File: src/conv_pkg.sv
package conv_pkg;

    //////////////////////////////////////////////////////////////////////
    // word and counter widths
    //////////////////////////////////////////////////////////////////////
    localparam int ADDR_W = 16;
    localparam int SIZE_W = 16;
    localparam int DIM_W  = 16;

    typedef logic [ADDR_W-1:0] addr_t;  // buffer line address
    typedef logic [SIZE_W-1:0] size_t;  // sizes, indices, counters
    typedef logic [DIM_W-1:0]  dim_t;   // layer configuration field

    //////////////////////////////////////////////////////////////////////
    // sequencer states
    //////////////////////////////////////////////////////////////////////
    typedef enum logic [2:0] {
        S_IDLE,
        S_FB,    // filter block loop
        S_CB,    // channel block loop
        S_SLOT,  // loader kicked off, first kernel read
        S_PUSH,  // kernels and bias being pushed
        S_IMG    // image streaming until write-back ends
    } seq_state_t;

    //////////////////////////////////////////////////////////////////////
    // default array size and datapath latencies
    //////////////////////////////////////////////////////////////////////
    localparam int N_PE_DEF         = 4;
    localparam int LAT_MAC_DEF      = 2;
    localparam int LAT_ADD_TREE_DEF = 5;
    localparam int LAT_FB_ADD_DEF   = 1;

endpackage

File: src/conv_block_seq.sv
`timescale 1ns/10ps

module conv_block_seq import conv_pkg::*; (
    input  logic  clk,
    input  logic  rst,
    input  logic  start,
    input  size_t fb_cnt,
    input  size_t cb_cnt,
    input  logic  load_done,
    input  logic  stream_done,
    output size_t fb,
    output size_t cb,
    output logic  last_cb,
    output logic  first_cb_n,
    output logic  load_start,
    output logic  stream_start,
    output logic  done
);

    seq_state_t state;

    assign first_cb_n = (cb != '0);              // feedback add from block 1 on
    assign last_cb    = (cb == cb_cnt - 16'd1);  // bias goes in with this block

    assign load_start   = (state == S_CB) && (cb != cb_cnt);
    assign stream_start = (state == S_PUSH) && load_done;
    assign done         = (state == S_FB) && (fb == fb_cnt);

    //////////////////////////////////////////////////////////////////////
    // nested filter block / channel block loop
    //////////////////////////////////////////////////////////////////////
    always_ff @(posedge clk or posedge rst) begin
        if (rst) begin
            state <= S_IDLE;
            fb    <= '0;
            cb    <= '0;
        end else begin
            case (state)
                S_IDLE: begin
                    if (start) begin
                        fb    <= '0;
                        cb    <= '0;
                        state <= S_FB;
                    end
                end
                S_FB: begin
                    if (fb == fb_cnt) begin
                        state <= S_IDLE;  // layer finished
                    end else begin
                        cb    <= '0;
                        state <= S_CB;
                    end
                end
                S_CB: begin
                    if (cb == cb_cnt) begin
                        fb    <= fb + 16'd1;
                        state <= S_FB;
                    end else begin
                        state <= S_SLOT;
                    end
                end
                S_SLOT: state <= S_PUSH;
                S_PUSH: begin
                    if (load_done) begin
                        state <= S_IMG;
                    end
                end
                S_IMG: begin
                    if (stream_done) begin  // last write-back of this pass
                        cb    <= cb + 16'd1;
                        state <= S_CB;
                    end
                end
                default: state <= S_IDLE;
            endcase
        end
    end

    // the loader reports back only while the sequencer waits for it
    assert property (@(posedge clk) disable iff (rst)
        load_done |-> (state == S_PUSH))
        else $error("kernel load finished outside the push state");

endmodule

File: config.mk
export PLATFORM = sky130hd
export DESIGN_NAME = conv_block_seq
export DESIGN_NICKNAME = d
export VERILOG_FILES = /design/src/conv_pkg.sv /design/src/conv_block_seq.sv
export SDC_FILE = /design/constraint.sdc
export NUM_CORES = 1
export LEC_CHECK = 0
export ABC_AREA = 1
export BUFFER_PORTS_ARGS = -buffer_cell sky130_fd_sc_hd__buf_2
export CAP_MARGIN = 20
export CORE_ASPECT_RATIO = 0.75
export CORE_MARGIN = 3
export CORE_UTILIZATION = 30
export DETAILED_ROUTE_END_ITERATION = 10
export GPL_ROUTABILITY_DRIVEN = 0
export HOLD_SLACK_MARGIN = 0.12
export MAX_ROUTING_LAYER = met4
export PLACE_DENSITY = 0.48
export SYNTH_ARGS = -nofsm -noshare
export SYNTH_HDL_FRONTEND = slang
export SYNTH_SLANG_ARGS = --single-unit
export TNS_END_PERCENT = 1
File: constraint.sdc
create_clock -name clk -period 2.8 [get_ports clk]
set_input_delay 0.28 -clock clk [delete_from_list [all_inputs] [get_ports clk]]
set_output_delay 0.28 -clock clk [all_outputs]
set_load 0.005 [all_outputs]
## Word-level counts from Yosys, hierarchy flattened

Index checks and enable logic that the tools add are counted.

- Shifts and indexed selects: 0
- Add/sub/neg operators: 3
- Order comparisons: 0
- Multiply operators: 0
- Div/mod/pow operators: 0
- Mux-type cells: 12
- Reduce and logical (&&, ||, !) cells: 10
- Bitwise operators: 0
- Eq/ne operators: 14

Operators with widths:

| kind | count |
|---|---|
| 16-bit two-way mux | 4 |
| 16-bit equality test | 3 |
| 16-bit one-hot mux with 3 select lines | 1 |
| 16-bit by 1-bit adder with 16-bit output (second input constant) | 2 |
| 16-bit one-hot mux with 2 select lines | 1 |
| 3-bit one-hot mux with 6 select lines | 1 |
| 16-bit != test | 1 |
| 16-bit nonzero test | 1 |
| 16-bit by 1-bit subtractor with 16-bit output (second input constant) | 1 |
| 3-bit two-way mux | 3 |
| 2-bit != test (second input constant) | 4 |
| 3-bit by 2-bit equality test with 1-bit output (second input constant) | 2 |
| 3-bit equality test (second input constant) | 2 |
| 3-bit AND reduction | 2 |
| 2-bit two-way mux | 2 |
| 4-bit AND reduction | 1 |
| 3-bit by 1-bit equality test with 1-bit output (second input constant) | 1 |
| 1-bit logical AND | 3 |
| 3-bit zero test | 1 |
| 3-bit nonzero test | 1 |
| 2-bit by 1-bit != test with 1-bit output (second input constant) | 1 |
| 2-bit nonzero test | 1 |

- Output and inout bits: 37
- Word-level logic and storage cells: 42
- Register bits after elaboration: 35
- Input bits: 37
- ROM bits: 0
- Latch bits: 0
- Memories: 0
- Memory bits (writable): 0

## Logic depth before layout (Yosys ltp)

Gate-level depths: netlist (run 1).

- Word-level depth: 3
- Gate-level depth with buffers: 12
- Gate-level depth less buffers: 12

## Worst setup path after synthesis (run 1)

No wires, ideal clock.

- Path kind: in2out
- Start point: in cb_cnt[0]
- End point: out last_cb
- Buffers on the path: 0
- Setup slack: 1.068 ns
- Data required time: 2.520 ns
- Arrival time: 1.452 ns
- Stages on the path: 10
- Cells stage by stage: inv_1 -> ha_1 -> nand2_1 -> nor2_1 -> nand2_1 -> nor2_1 -> nand2_1 -> xnor2_1 -> nand3_1 -> nor2_1

- Cells in the longest elaborated chain, start to end: 2

Ends and longest elaborated chain:

| item | line | source |
|---|---|---|
| from (decl) | conv_block_seq.sv:8 | `input size_t cb_cnt,` |
| 16-bit by 1-bit subtractor with 16-bit output | conv_block_seq.sv:23 | `assign last_cb = (cb == cb_cnt - 16'd1);` |
| 16-bit equality test | conv_block_seq.sv:23 |  |
| to (decl) | conv_block_seq.sv:13 | `output logic last_cb,` |

Every way passes these cells.

## Worst setup path after layout (run 1)

- Start point: reg fb[9]
- End point: out done

- Cells in the longest elaborated chain, start to end: 2

Ends and longest elaborated chain:

| item | line | source |
|---|---|---|
| from (decl) | conv_block_seq.sv:11 | `output size_t fb,` |
| from (signal assigned) | conv_block_seq.sv:56 | `fb <= fb + 16'd1;` |
| 16-bit equality test | conv_block_seq.sv:27 | `assign done = (state == S_FB) && (fb == fb_cnt);` |
| 1-bit logical AND | conv_block_seq.sv:27 |  |
| to (decl) | conv_block_seq.sv:17 | `output logic done` |

Every way passes these cells.

==> flow_metrics.py, run 1 <==
metrics = {
    "status": {
        "status": "complete, no violations",
    },
    "drt": {
        "drt_iter0_drc": 211,
        "totalWireLength_mm": 9.797,
        "drc_errors": 0,
        "drt_pass1_iterations": 4,
        "wl_per_cell_um": 13.19,
        "viasPerCell": 4.680,
        "vias": 3477,
        "ant_nets": 0,
    },
    "clock_tree": {
        "cts_buffers": 5,
        "cts_resized": 0,
        "tritoncts": "done",
        "clockBufferDepth": 2,
        "cts_setup_buffers": 0,
        "insertion_delay_ps": 280,
        "cts-htree-levels": 2,
        "postCtsHoldBufs": 0,
        "cts.sinks": 35,
        "cts_root_buf": "clkbuf_16",
        "clk_pin_slew_ps": 60,
    },
    "global_route": {
        "grt_pass1_wl_mm": 16.20,
        "grt_max_degree": 36,
        "grt_pass1_vias": 3137,
        "antenna_found_initial": 0,
        "grtUsageTotal": 0.1692,
        "grt_overflow_total": 0,
    },
    "logic_synthesis": {
        "seq_area_frac_synth": 0.2669,
        "ys_types": 35,
        "synth_fp_nets": 581,
        "synth_top_family_by_area": "simple AND/OR/NAND/NOR gates",
        "ys_ff_latch": 35,
        "synth.area.top_cells": "dfrtp_1, nand2_1, nor2_1",
        "synth_largest_area_cell": "dfrtp_1",
        "syn_inst": 540,
        "synth_compound_area_frac": 0.05223,
        "synthXorXnorAreaFrac": 0.08540,
        "synth_top_area_share": 0.2669,
        "yosys.area_share.simple": 0.4746,
        "netlist_area_um2": 3282,
        "synth-adder-area-share": 0.01525,
        "yosys_warnings": 0,
        "avgSynthCellArea_um2": 6.078,
        "synth.mux.area_fraction": 0,
    },
    "setup_path": {
        "crit_path_end_kind": "output port",
        "r2r_start": "cb[13]",
        "crit_path_start": "fb[9]",
        "ff2ff_path_depth": 7,
        "critPathKind": "reg -> out",
        "arrival_ps": 2080,
        "critical_path.endpoint": "done",
        "worst_setup_path_start_kind": "flip-flop",
        "required_ps": 2520,
        "r2r-end": "fb[15]",
        "crit_fanout": 18,
        "r2r_slack_ps": 730,
    },
    "placement": {
        "port-buffer-count": 73,
        "dp_hpwl_mm": 7.761,
        "post_dp_cell_area_um2": 3745,
    },
    "floorplanning": {
        "floorplan.initialDensity": 0.3129,
        "die_w_um": 126.8,
        "placeableCoreArea_um2": 10490,
        "row_count": 32,
        "io_pins": 74,
        "fp.dieH_um": 96.58,
        "design.die.area_um2": 12240,
    },
    "pwr": {
        "p_per_area_nw_per_um2": 474.6,
        "static-leakage-power_uw": 0.001923,
        "vdd_drop_max_v": 0.0002863,
    },
    "sta": {
        "hold_viol": 0,
        "finalSetupViolCount": 0,
        "timing.slew.headroom": 0.6216,
        "worst_pin_slew_ps": 565.6,
        "fin_skew_ps": 8.972,
        "fin_tns_setup_ps": 0,
        "fin_crit_sh": 0.8422,
        "post-route-min-period_ps": 2358,
        "drv_slew": 0,
        "fmax_ghz": 0.4240,
        "rsz0062_at_grt": "no",
    },
    "finish": {
        "drive_gt1_frac": 0.1680,
        "final_core_util": 0.3701,
        "syn2layout_area_growth_pct": 18.30,
        "final_cell_mix": "nand2_1, nor2_1, buf_2",
        "fin_nets": 647,
        "fin_area_um2": 3882,
        "diodes": 0,
        "final_common_cell": "nand2_1",
    },
    "min_path": {
        "hp-class": "in -> async",
    },
    "flow_run": {
        "maxCapViolCount": 0,
    },
}
-- layout make-up --
class | count | area (um^2)
well taps | 136 | 170.2
fillers | 1154 | 6608
inverters | 67 | 251.5
repair buffers | 76 | 387.9
multi-input cells | 421 | 2059
flip-flops and latches | 35 | 875.8
clock buffers | 7 | 132.6
clock inverters | 1 | 5.005
-- registers in the layout, indices dropped and copies added, names as in the netlist --
signal,flops
cb,16
fb,16
state,3
-- Yosys cell counts, drive strengths merged --
cell,instances
nor3b,1
nand4,13
clkinv,1
a21oi,8
o211ai,1
o21ai,21
dfrtp,35
o21bai,1
nor2,79
xnor2,16
nand3b,6
inv,66
nor3,21
xor2,16
clkbuf,5
ha,4
nor4,4
buf,12
nand2,166
or2,9
nand3,55
-- per-stage QoR --
| stage | hold slack (ps) | setup WS (ps) | total power, uW | cells |
|---|---|---|---|---|
| finish | 100.2 | 441.7 | 1843 | 743 |
| detailed placement | 426.5 | 601.6 | 1319 | 735 |
| floorplan | 434.3 | 1068 | 1125 | 540 |
| CTS | 127.6 | 444.5 | 1864 | 743 |
| global placement | 426.1 | 719.2 | 1322 | 735 |
| global route | 147.6 | 302.6 | 1998 | 743 |
-- report_power, final --
part	total, uW	switching, uW	internal (uW)
sequential	597	52.8	544
clock	532	204	329
combinational	713	496	217
-- worst max-delay path: stages (launching register included) --
cell     delay (ps)
dfrtp_1         440
or2_0           240
a21oi_1         140
nand2_1          70
nor2_1          360
nand3_4         320
inv_1           110
buf_2           110
-- how the worst min path moves through the flow --
stage | cells past startpoint | to | start
after floorplan | 1 | cb[0] | rst
after global placement | 3 | cb[10] | rst
after detailed placement | 3 | fb[0] | rst
after CTS | 3 | state[2] | rst
after global routing | 3 | state[2] | rst
final | 3 | state[2] | rst
-- logic make-up after synthesis --
group,count (synthesis)
AND/OR/NAND/NOR,354
buffers and inverters,84
flip-flops,35
XOR/XNOR,32
AO/OA/AOI/OAI,31
adder cells (fa/ha/maj),4
-- metal layers --
layer,vias to the layer above,global-route usage,part of all wire
met2,89,0.2157,0.37
met1,1538,0.2744,0.56
met4,0,0.01875,0.0030
li1,1846,-,-
met5,-,-,0
met3,4,0.03132,0.062
(Power assumes the default switching activity.)
==> run 2, diff against run 1 <==
--- a/config.mk
+++ b/config.mk
@@ -5,7 +5,7 @@
 export SDC_FILE = /design/constraint.sdc
 export NUM_CORES = 1
 export LEC_CHECK = 0
-export ABC_AREA = 1
+export ABC_AREA = 0
 export BUFFER_PORTS_ARGS = -buffer_cell sky130_fd_sc_hd__buf_2
 export CAP_MARGIN = 20
 export CORE_ASPECT_RATIO = 0.75
@@ -15,7 +15,7 @@
 export GPL_ROUTABILITY_DRIVEN = 0
 export HOLD_SLACK_MARGIN = 0.12
 export MAX_ROUTING_LAYER = met4
-export PLACE_DENSITY = 0.48
+export PLACE_DENSITY = 0.5
 export SYNTH_ARGS = -nofsm -noshare
 export SYNTH_HDL_FRONTEND = slang
 export SYNTH_SLANG_ARGS = --single-unit
==> constraint.sdc (replaced) <==
create_clock -name clk -period 2.3 [get_ports clk]
set_input_delay 0.23 -clock clk [delete_from_list [all_inputs] [get_ports clk]]
set_output_delay 0.23 -clock clk [all_outputs]
set_load 0.005 [all_outputs]
==> run 2 against run 1 <==
The flow now finishes with violations (setup timing). Total power is 24% higher. Synthesized cell count is 36% lower. First-iteration DRC count is 0.95% higher. Flip-flop and latch count stayed put. Cell count is 22% lower. Sequential share of layout area hardly changed. Clock power is 51% higher. Hold slack better by 150 ps. Combinational power is 14% higher. Sequential power is 13% higher. Final area is 0.32% higher. Highest routed layer unchanged.
==> flow_metrics.py, run 2 <==
metrics = {
    "floorplanning": {
        "floorplan.initialDensity": 0.3168,
        "row_count": 29,
        "fp.dieH_um": 88.88,
        "placeableCoreArea_um2": 8672,
        "io_pins": 74,
        "die_w_um": 116.5,
        "design.die.area_um2": 10360,
    },
    "sta": {
        "fin_skew_ps": 9.774,
        "whs_ps": 250.9,
        "fin_tns_setup_ps": -1203,
        "hold_viol": 0,
        "finalSetupViolCount": 13,
        "rsz0062_at_grt": "yes",
        "worst_pin_slew_ps": 466.4,
        "drv_slew": 0,
        "fmax_ghz": 0.4039,
        "fin_crit_sh": 1.077,
        "timing.slew.headroom": 0.6890,
        "worst_slack_ps": -176.1,
        "post-route-min-period_ps": 2476,
    },
    "setup_path": {
        "critPathKind": "reg -> reg",
        "crit_fanout": 7,
        "arrival_ps": 2690,
        "r2r-end": "fb[5]",
        "crit_path_end_kind": "flip-flop",
        "ff2ff_path_depth": 6,
        "r2r_start": "cb[11]",
        "worst_setup_path_start_kind": "flip-flop",
        "r2r_slack_ps": -180,
        "required_ps": 2510,
    },
    "finish": {
        "final_core_util": 0.4491,
        "finalNonFillerCells": 576,
        "fin_nets": 508,
        "final_cell_mix": "buf_2, buf_4, nand2_1",
        "reg_top3": "cb x16, fb x16, state x3",
        "final_common_cell": "buf_2",
        "drive_gt1_frac": 0.3483,
        "syn2layout_area_growth_pct": 41.76,
        "diodes": 0,
    },
    "logic_synthesis": {
        "netlist_area_um2": 2748,
        "synth_largest_area_cell": "dfrtp_1",
        "ys_ff_latch": 35,
        "async_flop_share": 1.000,
        "synth_fp_nets": 389,
        "synth_top_area_share": 0.3188,
        "yosys_warnings": 0,
        "ys.flop_type": "dfrtp_1",
        "yosysMostFrequentCell": "nand2_1",
        "synthTopCellsByCount": "nand2_1, dfrtp_1, xor2_1, o21ai_0, nor2_1",
        "ys_types": 48,
        "seq_area_frac_synth": 0.3188,
        "synth_edf_count": 0,
        "syn_inst": 348,
        "synth.area.top_cells": "dfrtp_1, xor2_1, o21ai_0",
        "avgSynthCellArea_um2": 7.896,
    },
    "min_path": {
        "hold_start": "start",
        "whs_path_depth": 3,
        "worstHoldEndpoint": "state[0]",
        "hp-class": "in -> reg",
    },
    "status": {
        "violations": "setup timing",
        "status": "finished with violations",
    },
    "global_route": {
        "antenna_found_initial": 0,
        "grt_max_degree": 36,
        "grtUsageTotal": 0.1877,
        "grt_pass1_vias": 2745,
        "grt_pass1_wl_mm": 14.63,
        "grt_overflow_total": 0,
    },
    "flow_run": {
        "maxCapViolCount": 0,
    },
    "pwr": {
        "static-leakage-power_uw": 0.001858,
        "p_per_area_nw_per_um2": 587.4,
        "power_uw": 2288,
        "vdd_drop_max_v": 0.0003287,
    },
    "drt": {
        "drc_errors": 0,
        "drt_iter0_drc": 213,
        "totalWireLength_mm": 9.459,
        "vias": 3023,
        "viasPerCell": 5.248,
        "wl_per_cell_um": 16.42,
        "drt_pass1_iterations": 4,
        "ant_nets": 0,
    },
    "clock_tree": {
        "cts.sinks": 35,
        "tritoncts": "done",
        "cts_root_buf": "clkbuf_16",
        "clockBufferDepth": 2,
        "cts_buffers": 5,
        "clk_pin_slew_ps": 60,
        "insertion_delay_ps": 290,
        "cts-htree-levels": 2,
    },
    "placement": {
        "dpl.cell_count": 564,
        "dp_hpwl_mm": 7.143,
        "port-buffer-count": 73,
    },
}
## run 2: logic make-up (layout without fill, tap and decap cells)
kind of cell / Yosys count / count (layout) / synth area share
xor+xnor: 42 / 42 / 0.1339
flops: 35 / 35 / 0.3188
fa+ha+maj: 4 / 4 / 0.01822
compound gates: 87 / 88 / 0.2036
buf+inv: 30 / 149 / 0.04280
simple gates: 150 / 150 / 0.2828
## run 2: critical path, cell delays in order (launching register included)
cell	delay (ps)
dfrtp_1	390
xor2_1	170
or2_1	260
or4_4	530
o31a_4	400
or4_4	520
a21oi_2	140
## run 2: per-layer routing
layer,GRT usage,share of wire,vias up
met5,-,0,-
met4,0.04742,0.0085,0
met3,0.02666,0.051,8
met2,0.2466,0.40,71
met1,0.2938,0.54,1430
li1,-,-,1514
## run 2: cell type report
type	count	area, um^2
inverters	12	45.04
fillers	880	4777
repair buffers	129	792.0
flip-flops and latches	35	877.1
clock inverters	2	35.03
well taps	108	135.1
multi-input cells	284	1872
clock buffers	6	138.9
## run 2: where the power goes
part           switching [uW]  internal [uW]
Combinational             487            324
Sequential               31.7            644
Clock                     262            539
Total                     781           1510
## run 2: through the flow
step                      area [um^2]  worst slack, ps
after floorplan                  2748           -58.39
after global placement           3573           -118.9
after detailed placement         3573           -162.9
after CTS                        3794           -176.4
after global routing             3895           -222.1
final                            3895           -176.1
## run 2: repair_timing
item	CTS	global route
endpoints found under the setup margin	12	17
gates resized for setup	8	22
buffers inserted	0	2
hold buffers	1	0
endpoints found under the hold margin	35	0
gates cloned	0	1
pin swaps	7	12
## run 2: worst max path at each step
stage | slack, ps | cells past startpoint | endpoint | startpoint
after CTS | -180 | 6 | fb[14] | cb[15]
after detailed placement | -160 | 6 | fb[5] | cb[15]
after global routing | -220 | 6 | fb[15] | cb[11]
after floorplan | -60 | 6 | fb[12] | cb[15]
final | -180 | 6 | fb[5] | cb[11]
after global placement | -120 | 6 | fb[12] | cb[15]
==> run 3, diff against run 2 <==
--- a/config.mk
+++ b/config.mk
@@ -10,12 +10,12 @@
 export CAP_MARGIN = 20
 export CORE_ASPECT_RATIO = 0.75
 export CORE_MARGIN = 3
-export CORE_UTILIZATION = 30
+export CORE_UTILIZATION = 53
 export DETAILED_ROUTE_END_ITERATION = 10
 export GPL_ROUTABILITY_DRIVEN = 0
 export HOLD_SLACK_MARGIN = 0.12
 export MAX_ROUTING_LAYER = met4
-export PLACE_DENSITY = 0.5
+export PLACE_DENSITY = 0.79
 export SYNTH_ARGS = -nofsm -noshare
 export SYNTH_HDL_FRONTEND = slang
 export SYNTH_SLANG_ARGS = --single-unit
==> run 3 against run 2 <==
Via count grew 3.6%. Flip-flop and latch count is the same. Critical path depth grew 1. Highest routed layer unchanged. Sequential power is essentially flat. Critical path type unchanged. Fmax grew 3.9%. Worst setup slack gained 94 ps. Non-clock buffer count shrank 4. The flow still finishes with violations (setup timing). Register-to-register slack gained 90 ps. Global-route usage grew 10 points. Critical endpoint is now fb[13]. First-iteration DRC count grew 92%. Die area shrank 41%.
==> flow_metrics.py, run 3 (same netlist as run 2, synthesis figures left out) <==
metrics = {
    "finish": {
        "reg_top3": "cb x16, fb x16, state x3",
        "final_common_cell": "buf_2",
        "drive_gt1_frac": 0.3240,
        "diodes": 0,
        "fin_nets": 503,
        "final_cell_mix": "buf_2, buf_4, nand2_1",
        "syn2layout_area_growth_pct": 33.65,
    },
    "clock_tree": {
        "cts.sinks": 35,
        "clk_pin_slew_ps": 70,
        "cts_root_buf": "clkbuf_8",
        "cts-htree-levels": 2,
        "cts_buffers": 5,
        "tritoncts": "done",
        "clockBufferDepth": 2,
        "insertion_delay_ps": 300,
    },
    "sta": {
        "worst_slack_ps": -82.17,
        "hold_viol": 0,
        "fin_crit_sh": 1.036,
        "whs_ps": 239.2,
        "post-route-min-period_ps": 2382,
        "drv_slew": 0,
        "fmax_ghz": 0.4198,
        "fin_skew_ps": 6.863,
        "fin_tns_setup_ps": -412.9,
        "finalSetupViolCount": 10,
        "rsz0062_at_grt": "yes",
        "timing.slew.headroom": 0.7055,
        "worst_pin_slew_ps": 430.6,
    },
    "setup_path": {
        "slowest_delay_ps": 530,
        "worst_setup_path_start_kind": "flip-flop",
        "critical_path.endpoint": "fb[13]",
        "required_ps": 2530,
        "crit_path_start": "cb[15]",
        "cp_num_buf_inv": 1,
        "r2r-end": "fb[13]",
        "ff2ff_path_depth": 7,
        "r2r_start": "cb[15]",
        "cp_top_family": "simple AND/OR/NAND/NOR gates",
        "cp_cell_sequence": "xor2_1 > or2_1 > or4_4 > o31a_4 > buf_4 > or3_1 > a21oi_1",
        "critPathKind": "reg -> reg",
        "crit_fanout": 8,
        "critPathSlowestCell": "or4_4",
        "r2r_slack_ps": -80,
        "path_depth": 7,
        "arrival_ps": 2610,
        "crit_path_end_kind": "flip-flop",
    },
    "pwr": {
        "power.switching_uw": 726.3,
        "clkPwrFrac": 0.257,
        "vdd_drop_max_v": 0.0004996,
        "power_frac_comb": 0.395,
        "power_frac_seq": 0.349,
        "p_sw_frac": 0.3730,
        "static-leakage-power_uw": 0.001765,
        "p_per_area_nw_per_um2": 530.3,
        "p_int_uw": 1221,
    },
    "floorplanning": {
        "row_count": 22,
        "fp.dieH_um": 68.36,
        "floorplan.initialDensity": 0.5545,
        "placeableCoreArea_um2": 4955,
        "design.die.area_um2": 6093,
        "die_w_um": 89.14,
        "io_pins": 74,
    },
    "drt": {
        "drc_errors": 0,
        "viasPerCell": 5.990,
        "vias": 3133,
        "drt_pass1_iterations": 5,
        "totalWireLength_mm": 8.433,
        "ant_nets": 0,
        "wl_per_cell_um": 16.12,
        "drt_iter0_drc": 410,
    },
    "placement": {
        "dp_hpwl_mm": 6.409,
        "port-buffer-count": 73,
    },
    "global_route": {
        "grt_pass1_wl_mm": 13.19,
        "grt_max_degree": 36,
        "antenna_found_initial": 0,
        "grtUsageTotal": 0.2912,
        "grt_pass1_vias": 2722,
        "grt_overflow_total": 0,
    },
    "min_path": {
        "hp-class": "in -> reg",
    },
    "flow_run": {
        "maxCapViolCount": 0,
    },
    "status": {
        "status": "finished with violations",
        "violations": "setup timing",
    },
}
## run 3: metal layers
layer / share of wire / up-vias / GRT usage
li1: - / 1504 / -
met1: 0.48 / 1470 / 0.4308
met2: 0.43 / 142 / 0.3980
met3: 0.083 / 17 / 0.05897
met4: 0.012 / 0 / 0.08550
met5: 0 / - / -
## run 3: worst min path at each step
stage               endpoint  slack (ps)  depth (start not counted)  startpoint
finish              state[0]         240                          3   load_done
global route        state[0]         260                          3       start
CTS                 state[0]         220                          3       start
detailed placement     fb[2]         360                          3         rst
global placement       fb[2]         360                          3         rst
floorplan           state[0]         370                          2       start
## run 3: area by class of cell
| type | count | area [um^2] |
|---|---|---|
| tap | 60 | 75.07 |
| timing repair buffer | 125 | 762.0 |
| inverter | 12 | 45.04 |
| fill | 397 | 1282 |
| multi-input combinational | 283 | 1810 |
| sequential | 35 | 879.6 |
| clock buffer | 8 | 100.1 |
## run 3: power groups by stage
stage	Clock (uW)	Combinational [uW]	Sequential (uW)
after floorplan	0	426	685
after global placement	0	694	685
after detailed placement	0	706	688
after CTS	505	742	677
after global routing	534	847	682
final	500	769	679
## run 3: worst reg2reg max path, cell delays in order, from the launching register on
cell,delay (ps)
dfrtp_1,400
xor2_1,160
or2_1,270
or4_4,530
o31a_4,330
buf_4,160
or3_1,340
a21oi_1,130
## run 3: repair_timing
item,4_1_cts,5_1_grt
hold buffers,1,0
buffers inserted,2,3
hold endpoints to repair,35,0
setup endpoints to repair,9,19
pin swaps,21,6
gates cloned,0,0
gates resized for setup,11,16
## run 3: stage by stage
step / std cells / worst slack, ps / util / total power (uW) / instance area (um^2)
global placement: 509 / -93.10 / 0.6985 / 1378 / 3461
global route: 523 / -128.1 / 0.7412 / 2063 / 3672
finish: 523 / -82.17 / 0.7412 / 1947 / 3672
CTS: 520 / -127.8 / 0.7273 / 1924 / 3603
detailed placement: 509 / -157.0 / 0.6985 / 1394 / 3461
floorplan: 348 / -58.39 / - / 1110 / 2748
